## config.mk

```make
export PLATFORM = sky130hd
export DESIGN_NAME = clint_top
export DESIGN_NICKNAME = d
export VERILOG_FILES = /design/src/source/clint_pkg.sv /design/src/source/clint_bus_decode.sv /design/src/source/clint_timer.sv /design/src/source/clint_regs.sv /design/src/source/clint_top.sv
export SDC_FILE = /design/constraint.sdc
export NUM_CORES = 1
export LEC_CHECK = 0
export BUFFER_PORTS_ARGS = -buffer_cell sky130_fd_sc_hd__buf_2
export CAP_MARGIN = 20
export CORE_MARGIN = 2
export CORE_UTILIZATION = 38
export CTS_CLUSTER_DIAMETER = 150
export DETAILED_ROUTE_END_ITERATION = 6
export GPL_TIMING_DRIVEN = 0
export HOLD_SLACK_MARGIN = 0.1
export PLACE_DENSITY = 0.61
export SETUP_SLACK_MARGIN = 0.02
export SLEW_MARGIN = 40
export SYNTH_ARGS = -nofsm -noshare
export SYNTH_HDL_FRONTEND = slang
export SYNTH_HIERARCHICAL = 1
export SYNTH_SLANG_ARGS = --single-unit
export TNS_END_PERCENT = 10
```

## constraint.sdc

```tcl
create_clock -name CLK_I -period 3 [get_ports CLK_I]
set_clock_uncertainty 0.15 [all_clocks]
set_input_delay 0.3 -clock CLK_I [delete_from_list [all_inputs] [get_ports CLK_I]]
set_output_delay 0.3 -clock CLK_I [all_outputs]
set_load 0.02 [all_outputs]
```

## src/source/clint_pkg.sv

```systemverilog
package clint_pkg;

  // Wishbone data path and timer widths
  localparam int BUS_W  = 32;
  localparam int TIME_W = 64;

  // Clocks per mtime step, small so counting is visible in simulation
  localparam int TICK_CYCLES = 4;
  localparam int TICK_W      = $clog2(TICK_CYCLES);

  typedef logic [BUS_W-1:0]  bus_data_t;
  typedef logic [TIME_W-1:0] time_t;
  typedef logic [TICK_W-1:0] tick_cnt_t;

  // Last prescaler count before mtime steps
  localparam tick_cnt_t TICK_LAST = tick_cnt_t'(TICK_CYCLES - 1);

  // Word address: bit 2 picks the high half, bits 1:0 the register
  typedef logic [2:0] reg_addr_t;

  localparam logic [1:0] ADDR_MSIP     = 2'd0;
  localparam logic [1:0] ADDR_MTIME    = 2'd2;
  localparam logic [1:0] ADDR_MTIMECMP = 2'd3;

  // One-hot register select
  typedef logic [2:0] reg_sel_t;

  localparam int SEL_MSIP     = 0;
  localparam int SEL_MTIME    = 1;
  localparam int SEL_MTIMECMP = 2;

  // Acknowledge sequencer
  typedef enum logic [1:0] {
    ACK_IDLE,
    ACK_PEND,
    ACK_SEND
  } ack_state_t;

endpackage

```

## src/source/clint_bus_decode.sv

```systemverilog
module clint_bus_decode (
  input  logic                 CLK_I,
  input  logic                 RST_I,
  input  logic                 CYC_I,
  input  logic                 STB_I,
  input  logic                 WE_I,
  input  clint_pkg::reg_addr_t ADR_I,
  output clint_pkg::reg_sel_t  wr_sel,
  output clint_pkg::reg_sel_t  rd_sel,
  output logic                 hi_half,
  output logic                 ACK_O
);

  logic                  req;
  clint_pkg::reg_sel_t   code_sel;
  clint_pkg::ack_state_t state;
  clint_pkg::ack_state_t state_nxt;

  assign req     = CYC_I & STB_I;
  assign hi_half = ADR_I[2];

  // Register code to one-hot, code 1 selects nothing
  always_comb begin
    code_sel = '0;
    case (ADR_I[1:0])
      clint_pkg::ADDR_MSIP: begin
        code_sel[clint_pkg::SEL_MSIP] = 1'b1;
      end
      clint_pkg::ADDR_MTIME: begin
        code_sel[clint_pkg::SEL_MTIME] = 1'b1;
      end
      clint_pkg::ADDR_MTIMECMP: begin
        code_sel[clint_pkg::SEL_MTIMECMP] = 1'b1;
      end
      default: begin
        code_sel = '0;
      end
    endcase
  end

  // Strobes stay up for every cycle the write is held
  assign wr_sel = (req && WE_I) ? code_sel : '0;

  // Follows the address only, so DAT_O holds through the ACK cycle
  assign rd_sel = code_sel;

  // Request at edge n, ACK_O high from edge n+1 to n+2
  always_comb begin
    state_nxt = state;
    case (state)
      clint_pkg::ACK_IDLE: begin
        if (req) begin
          state_nxt = clint_pkg::ACK_PEND;
        end
      end
      clint_pkg::ACK_PEND: begin
        state_nxt = clint_pkg::ACK_SEND;
      end
      clint_pkg::ACK_SEND: begin
        // Held request is taken again
        if (req) begin
          state_nxt = clint_pkg::ACK_PEND;
        end else begin
          state_nxt = clint_pkg::ACK_IDLE;
        end
      end
      default: begin
        state_nxt = clint_pkg::ACK_IDLE;
      end
    endcase
  end

  always_ff @(posedge CLK_I or posedge RST_I) begin
    if (RST_I) begin
      state <= clint_pkg::ACK_IDLE;
    end else begin
      state <= state_nxt;
    end
  end

  assign ACK_O = (state == clint_pkg::ACK_SEND);

endmodule

```

## src/source/clint_timer.sv

```systemverilog
module clint_timer (
  input  logic                 CLK_I,
  input  logic                 RST_I,
  input  logic                 wr_mtime,
  input  logic                 hi_half,
  input  clint_pkg::bus_data_t DAT_I,
  output clint_pkg::time_t     mtime
);

  clint_pkg::tick_cnt_t prescale;
  logic                 tick;

  // One tick every TICK_CYCLES clocks
  assign tick = (prescale == clint_pkg::TICK_LAST);

  always_ff @(posedge CLK_I or posedge RST_I) begin
    if (RST_I) begin
      prescale <= '0;
    end else if (tick) begin
      prescale <= '0;
    end else begin
      prescale <= prescale + 1'b1;
    end
  end

  // Bus write wins over the increment
  always_ff @(posedge CLK_I or posedge RST_I) begin
    if (RST_I) begin
      mtime <= '0;
    end else if (wr_mtime) begin
      if (hi_half) begin
        mtime[clint_pkg::TIME_W-1:clint_pkg::BUS_W] <= DAT_I;
      end else begin
        mtime[clint_pkg::BUS_W-1:0] <= DAT_I;
      end
    end else if (tick) begin
      mtime <= mtime + 1'b1;
    end
  end

endmodule

```

## src/source/clint_regs.sv

```systemverilog
module clint_regs (
  input  logic                 CLK_I,
  input  logic                 RST_I,
  input  clint_pkg::reg_sel_t  wr_sel,
  input  clint_pkg::reg_sel_t  rd_sel,
  input  logic                 hi_half,
  input  clint_pkg::bus_data_t DAT_I,
  input  clint_pkg::time_t     mtime,
  output clint_pkg::bus_data_t DAT_O,
  output logic                 msip_irq,
  output logic                 mtip_irq
);

  clint_pkg::bus_data_t msip;
  clint_pkg::time_t     mtimecmp;

  // Upper or lower word of a 64-bit register
  function automatic clint_pkg::bus_data_t pick_half(clint_pkg::time_t value, logic hi);
    clint_pkg::bus_data_t word;
    if (hi) begin
      word = value[clint_pkg::TIME_W-1:clint_pkg::BUS_W];
    end else begin
      word = value[clint_pkg::BUS_W-1:0];
    end
    return word;
  endfunction

  // msip is a single word, address bit 2 is ignored
  always_ff @(posedge CLK_I or posedge RST_I) begin
    if (RST_I) begin
      msip <= '0;
    end else if (wr_sel[clint_pkg::SEL_MSIP]) begin
      msip <= DAT_I;
    end
  end

  // All ones keeps the timer interrupt off after reset
  always_ff @(posedge CLK_I or posedge RST_I) begin
    if (RST_I) begin
      mtimecmp <= '1;
    end else if (wr_sel[clint_pkg::SEL_MTIMECMP]) begin
      if (hi_half) begin
        mtimecmp[clint_pkg::TIME_W-1:clint_pkg::BUS_W] <= DAT_I;
      end else begin
        mtimecmp[clint_pkg::BUS_W-1:0] <= DAT_I;
      end
    end
  end

  // Read mux, zero when nothing is selected
  always_comb begin
    DAT_O = '0;
    if (rd_sel[clint_pkg::SEL_MSIP]) begin
      DAT_O = msip;
    end else if (rd_sel[clint_pkg::SEL_MTIME]) begin
      DAT_O = pick_half(mtime, hi_half);
    end else if (rd_sel[clint_pkg::SEL_MTIMECMP]) begin
      DAT_O = pick_half(mtimecmp, hi_half);
    end
  end

  assign msip_irq = msip[0];

  // Unsigned compare over the full 64 bits
  assign mtip_irq = (mtime >= mtimecmp);

endmodule

```

## src/source/clint_top.sv

```systemverilog
module clint_top (
  input  logic                 CLK_I,
  input  logic                 RST_I,
  input  logic                 CYC_I,
  input  logic                 STB_I,
  input  logic                 WE_I,
  input  clint_pkg::reg_addr_t ADR_I,
  input  clint_pkg::bus_data_t DAT_I,
  output clint_pkg::bus_data_t DAT_O,
  output logic                 ACK_O,
  output logic                 msip_irq,
  output logic                 mtip_irq,
  output clint_pkg::time_t     mtime
);

  clint_pkg::reg_sel_t wr_sel;
  clint_pkg::reg_sel_t rd_sel;
  logic                hi_half;

  clint_bus_decode u_decode (
    .CLK_I   (CLK_I),
    .RST_I   (RST_I),
    .CYC_I   (CYC_I),
    .STB_I   (STB_I),
    .WE_I    (WE_I),
    .ADR_I   (ADR_I),
    .wr_sel  (wr_sel),
    .rd_sel  (rd_sel),
    .hi_half (hi_half),
    .ACK_O   (ACK_O)
  );

  clint_timer u_timer (
    .CLK_I    (CLK_I),
    .RST_I    (RST_I),
    .wr_mtime (wr_sel[clint_pkg::SEL_MTIME]),
    .hi_half  (hi_half),
    .DAT_I    (DAT_I),
    .mtime    (mtime)
  );

  clint_regs u_regs (
    .CLK_I    (CLK_I),
    .RST_I    (RST_I),
    .wr_sel   (wr_sel),
    .rd_sel   (rd_sel),
    .hi_half  (hi_half),
    .DAT_I    (DAT_I),
    .mtime    (mtime),
    .DAT_O    (DAT_O),
    .msip_irq (msip_irq),
    .mtip_irq (mtip_irq)
  );

endmodule

```

==> flow_metrics.env, run 1 <==
export IMPL_run_status="complete, but fails checks"
export IMPL_violations="DRC, setup timing"
export IMPL_numCtsBuffers=17
export IMPL_end_kind="primary output"
export IMPL_ant_nets=0
export IMPL_routed_via_count=11300
export IMPL_drive_gt1_share_pct=32.3
export IMPL_power_density_nw_per_um2=558
export IMPL_row_count=62
export IMPL_synth_most_common_cell="nand2_1"
export IMPL_area_growth_synth_to_final_pct=23.5
export IMPL_fin_crit_ns=3.22
export IMPL_finalWirelength_um=43800
export IMPL_critPathKind="flop to primary output"
export IMPL_antenna_found_initial=0
export IMPL_hpwl_um=31700
export IMPL_root_buffer="clkbuf_16"
export IMPL_viasPerCell=6.14
export IMPL_tightest_slew_ns=0.897
export IMPL_synth_area_um2=11200
export IMPL_synth_top_area_share_pct=22.3
export IMPL_synth_commonest_cells="nand2_1, mux2_2, o21ai_0"
export IMPL_routedWlPerCell_um=23.8
export IMPL_insertion_delay_ns=0.44
export IMPL_worstSetupStartpointType="flop"
export IMPL_cts_tree="done"
export IMPL_clkSinkCount=164
export IMPL_clk_path_buf_depth=2
export IMPL_clkSlewWorstSetupHoldPaths_ns=0.07
export IMPL_yosysSeqAreaShare_pct=37.2
export IMPL_synth_cell_types=73
export IMPL_io_pins=139
export IMPL_htree_levels=4
export IMPL_r2r_cells=6
export IMPL_relSlewSlack_pct=40.2
export IMPL_grt_use_total_pct=28.1
export IMPL_place_area_um2=12500
export IMPL_grt_max_degree=51
export IMPL_cap_violations=0
export IMPL_grt_pass1_vias=10700
export IMPL_nets=1553
export IMPL_clock_fmax_ghz=0.311
export IMPL_drt_iter0_markers=1429
export IMPL_grt_pass1_wl_um=66000
export IMPL_synth_main_ff_cell="dfrtp_1"
export IMPL_antennaDiodeCount=0
export IMPL_gp_congestion=0.997
export IMPL_fp_dieH_um=176
export IMPL_maxSlewViolCount=0
export IMPL_dpl_worst_slack_ns=-0.497
export IMPL_critPathRequiredTime_ns=2.55
export IMPL_start_util_pct=38.9
export IMPL_portBuffers=137
export IMPL_timing_rr_start="u_timer/mtime[8]$_DFFE_PP0P_"
export IMPL_p_leak_uw=0.00571
export IMPL_grt_setup_unrepaired="yes"
export IMPL_yosys_area_top_type="dfrtp_1"
export IMPL_yosys_warnings=6
export IMPL_syn_num_nets=1350
export IMPL_dr_pass1_iters=7
export IMPL_crit_fanout=7
export IMPL_cp_arrival_ns=2.77
export IMPL_worst_slack_ns=-0.218
export IMPL_grt_overflow=0
export IMPL_finalHoldViolations=0
export IMPL_hp_class="input pin to asynchronous set/reset pin"
export IMPL_ir_drop_v=0.000311
export IMPL_synth_edf_count=0
export IMPL_design_area_um2=13900
export IMPL_drc_errors=1
export IMPL_synth_seq_cells=164
export IMPL_synthArstFlopShare_pct=100
export IMPL_synth_top_cells_by_area="dfrtp_1, dfstp_2, mux2_2, ha_1, o21ai_0"
export IMPL_coreArea_um2=28900
export IMPL_r2r_slack_ns=0.03
export IMPL_postSynthCellCount=1244
export IMPL_fin_crit_sh_pct=107
export IMPL_setup_viol=1
export IMPL_die_area_um2=31000
export IMPL_die_w_um=176
export IMPL_r2r_end="u_timer/mtime[54]$_DFFE_PP0P_"
export IMPL_syn_avg_cell_area_um2=9.04
-- timing repair --
action / 4_1_cts / 5_1_grt
hold buffers: 35 / 0
setup endpoints to repair: 34 / 60
setup buffers: 9 / 1
endpoints found under the hold margin: 219 / 0
pin swaps: 19 / 11
resized for setup: 46 / 23
-- worst max-delay path by stage --
stage                                                from                       endpoint  slack [ns]
final                       u_timer/mtime[49]$_DFFE_PP0P_                       mtip_irq       -0.22
after global routing      u_regs/mtimecmp[30]$_DFFE_PP1P_                       mtip_irq       -0.28
after CTS                 u_regs/mtimecmp[49]$_DFFE_PP1P_                       mtip_irq       -0.22
after detailed placement                            CYC_I  u_timer/mtime[29]$_DFFE_PP0P_       -0.50
after global placement                              RST_I    u_regs/msip[14]$_DFFE_PP0P_       -1.39
after floorplan                                     RST_I     u_regs/msip[0]$_DFFE_PP0P_        0.15
-- cell usage in the layout, fill, tap and decap left out, drive strengths merged, types with 6 or more instances in the layout --
cell type    instances
buf                174
nand2              133
mux2               128
o21ai              117
dfrtp              100
inv                 82
clkbuf              68
ha                  66
dfstp               64
a21oi               61
nor2                58
nand4               46
a22oi               38
dlygate4sd3         35
nand3               35
nor3                35
nor4                22
and3                16
a21o                12
a31oi               12
nor2b               12
and4                11
a211oi              10
and2                 9
o2bb2ai              7
o22ai                7
mux2i                7
or3                  7
or4                  7
a311oi               6
-- state kept, by name (all words and copies together) (netlist names) --
name and cells:
u_decode/state 2, u_timer/prescale 2, u_timer/mtime 64, u_regs/mtimecmp 64, u_regs/msip 32
-- critical path: stages (launching register included) --
cell and delay (ns):
dfrtp_1 0.53, ha_4 0.26, a21o_1 0.15, a21o_1 0.18
a21oi_2 0.21, o211ai_1 0.19, a221oi_2 0.45, o21ai_1 0.16
buf_4 0.19
-- layer usage --
metal	GRT usage, %	part of all wire, %	wire length [µm]
met5	0	0	0
met4	10.4	3.4	1510
met3	5.19	8.5	3710
met2	43.0	44	19400
met1	39.6	44	19200
-- power breakdown --
| part | internal, µW | switching, µW |
|---|---|---|
| clock | 1190 | 1060 |
| combinational | 1010 | 1340 |
| sequential | 2710 | 439 |
-- layout make-up --
type	count	area [µm²]
inverters	77	302
clock inverters	14	141
flip-flops and latches	164	4200
plain buffers	75	310
multi-input cells	928	6840
clock buffers	18	439
repair buffers	184	1160
well taps	384	480
fillers	2777	15100
-- cell families after synthesis --
group           count (synthesis)  synth area share, %
mux                           135                 13.4
flops                         164                 37.2
simple gates                  405                 18.7
fa+ha+maj                      66                 7.35
buf+inv                       152                 5.24
compound gates                322                 18.1
-- through the flow --
| stage | TNS [ns] | hold WS (ns) | utilization [%] | total power, µW | instances |
|---|---|---|---|---|---|
| 3_3_place_gp | -104.16 | 0.0263 | 42.9 | 5180 | 1765 |
| 4_1_cts | -0.221 | 0.188 | 47.5 | 7680 | 1843 |
| 6_report | -0.218 | 0.197 | 48.0 | 7740 | 1844 |
| 5_1_grt | -0.634 | 0.200 | 48.0 | 8150 | 1844 |
| 2_1_floorplan | 0 | -0.109 | - | 4470 | 1244 |
| 3_5_place_dp | -19.67 | 0.0992 | 43.3 | 5260 | 1767 |
Note: power is estimated with default switching activity, not from simulation.
==> inputs of run 2 (changes only) <==
Settings changed: MAX_ROUTING_LAYER set to met4, RECOVER_POWER set to 50.
==> flow_metrics.env, run 2 (synthesis gave the netlist of run 1 again) <==
export IMPL_run_status="complete, but fails checks"
export IMPL_violations="capacitance limit, slew limit, setup timing"
export IMPL_antenna_found_initial=0
export IMPL_cp_common_cell="buf_4"
export IMPL_cap_violations=2
export IMPL_root_buffer="clkbuf_16"
export IMPL_drt_iter0_markers=1295
export IMPL_finalWirelength_um=44600
export IMPL_hpwl_um=32000
export IMPL_crit_chain="inv_2 > ha_4 > nand4_1 > buf_4 > nor3_2 > a221oi_2 > o211ai_1 > a2111oi_2 > o21ai_1 > buf_4"
export IMPL_nets=1553
export IMPL_io_pins=139
export IMPL_die_area_um2=31000
export IMPL_setup_viol=12
export IMPL_worstSetupStartpointType="flop"
export IMPL_cts_tree="done"
export IMPL_end_kind="primary output"
export IMPL_grt_use_total_pct=29.7
export IMPL_hp_class="input pin to asynchronous set/reset pin"
export IMPL_grt_setup_unrepaired="yes"
export IMPL_critPathRequiredTime_ns=2.55
export IMPL_grt_pass1_wl_um=67200
export IMPL_fp_dieH_um=176
export IMPL_p_leak_uw=0.00568
export IMPL_clock_fmax_ghz=0.302
export IMPL_crit_fanout=2
export IMPL_post_route_util_pct=48.0
export IMPL_ant_nets=0
export IMPL_finalHoldViolations=0
export IMPL_numCtsBuffers=17
export IMPL_row_count=62
export IMPL_grt_max_degree=50
export IMPL_dpl_worst_slack_ns=-0.647
export IMPL_maxSlewViolCount=82
export IMPL_coreArea_um2=28900
export IMPL_grt_overflow=0
export IMPL_dr_pass1_iters=6
export IMPL_htree_levels=4
export IMPL_critPathKind="flop to primary output"
export IMPL_drc_errors=0
export IMPL_portBuffers=137
export IMPL_top_regs="u_regs/mtimecmp: 64 flops, u_timer/mtime: 64 flops, u_regs/msip: 32 flops"
export IMPL_cp_arrival_ns=2.86
export IMPL_die_w_um=176
export IMPL_final_cell_mix="buf_2, nand2_1, mux2_2"
export IMPL_grt_pass1_vias=10700
export IMPL_drive_gt1_share_pct=32.0
export IMPL_routed_via_count=11100
export IMPL_fin_crit_ns=3.31
export IMPL_routedWlPerCell_um=24.2
export IMPL_cp_slowest_cell="dfstp_2"
export IMPL_gp_congestion=0.976
export IMPL_clkSinkCount=164
export IMPL_area_growth_synth_to_final_pct=23.5
export IMPL_start_util_pct=38.9
export IMPL_ir_drop_v=0.000277
export IMPL_dp_cells=1768
export IMPL_final_cells=1844
export IMPL_power_density_nw_per_um2=568
export IMPL_cp_slowest_stage_delay_ns=0.54
export IMPL_clk_path_buf_depth=2
export IMPL_antennaDiodeCount=0
export IMPL_tightest_slew_ns=1.90
export IMPL_fin_crit_sh_pct=110
export IMPL_clkSlewWorstSetupHoldPaths_ns=0.07
export IMPL_worst_slack_ns=-0.312
export IMPL_viasPerCell=6.02
export IMPL_insertion_delay_ns=0.44
export IMPL_relSlewSlack_pct=-27.0
export IMPL_mostFrequentLayoutCell="buf_2"
export IMPL_fin_tns_setup_ns=-0.832
run 2: worst paths after layout:
kind	slack (ns)	cells after the start	start	endpoint
setup / recovery	-0.31	10	u_regs/mtimecmp[20]$_DFFE_PP1P_	mtip_irq
hold / removal	0.14	3	RST_I	u_decode/state[0]$_DFFE_PP0P_
setup reg to reg	-0.04	7	u_timer/mtime[1]$_DFFE_PP0P_	u_timer/mtime[54]$_DFFE_PP0P_
hold reg to reg	0.27	1	u_decode/state[1]$_DFFE_PP0P_	u_decode/state[1]$_DFFE_PP0P_
max in group asynchronous	0.26	4	RST_I	u_regs/msip[17]$_DFFE_PP0P_
min in group CLK_I	0.27	1	u_decode/state[1]$_DFFE_PP0P_	u_decode/state[1]$_DFFE_PP0P_
run 2: power breakdown:
group | leakage, µW | total (µW) | switching [µW] | internal, µW
Sequential | 0.00188 | 3150 | 443 | 2710
Combinational | 0.00350 | 2360 | 1350 | 1000
Clock | 0.000305 | 2380 | 1010 | 1370
Total | 0.00568 | 7890 | 2800 | 5080
run 2: timing repair:
item,CTS,global route
endpoints found under the hold margin,222,0
endpoints found under the setup margin,35,35
setup buffers,8,1
hold buffers,35,0
resized for setup,66,14
pin swaps,24,6
run 2: per-layer routing:
layer	global-route usage, %	part of all wire (%)	up-vias
met1	39.9	44	5450
met3	5.47	8.2	73
met2	46.1	46	541
li1	-	-	5032
met5	-	0	-
met4	8.57	2.3	0
run 2: through the flow:
stage / area [µm²] / power, µW / hold WS (ns)
2_1_floorplan: 11200 / 4470 / -0.109
3_3_place_gp: 12400 / 5190 / 0.0251
3_5_place_dp: 12500 / 5260 / 0.0976
4_1_cts: 13900 / 7890 / 0.189
5_1_grt: 13900 / 8320 / 0.178
6_report: 13900 / 7890 / 0.137
run 2: cell type report:
type                       instances  area, µm²
inverter                          77        290
multi-input combinational        928       6870
clock buffer                      19        453
tap                              384        480
fill                            2808      15100
buffer                            75        307
timing repair buffer             184       1110
sequential                       164       4200
clock inverter                    13        173
run 2: critical path, delay by kind of cell, from the launching register on:
kind	cells	cell delay, ns
and+or+nand+nor	2	0.22
AOI/OAI and AO/OA	4	1.05
buffers and inverters	3	0.39
DFF	1	0.54
adders and majority gates	1	0.23
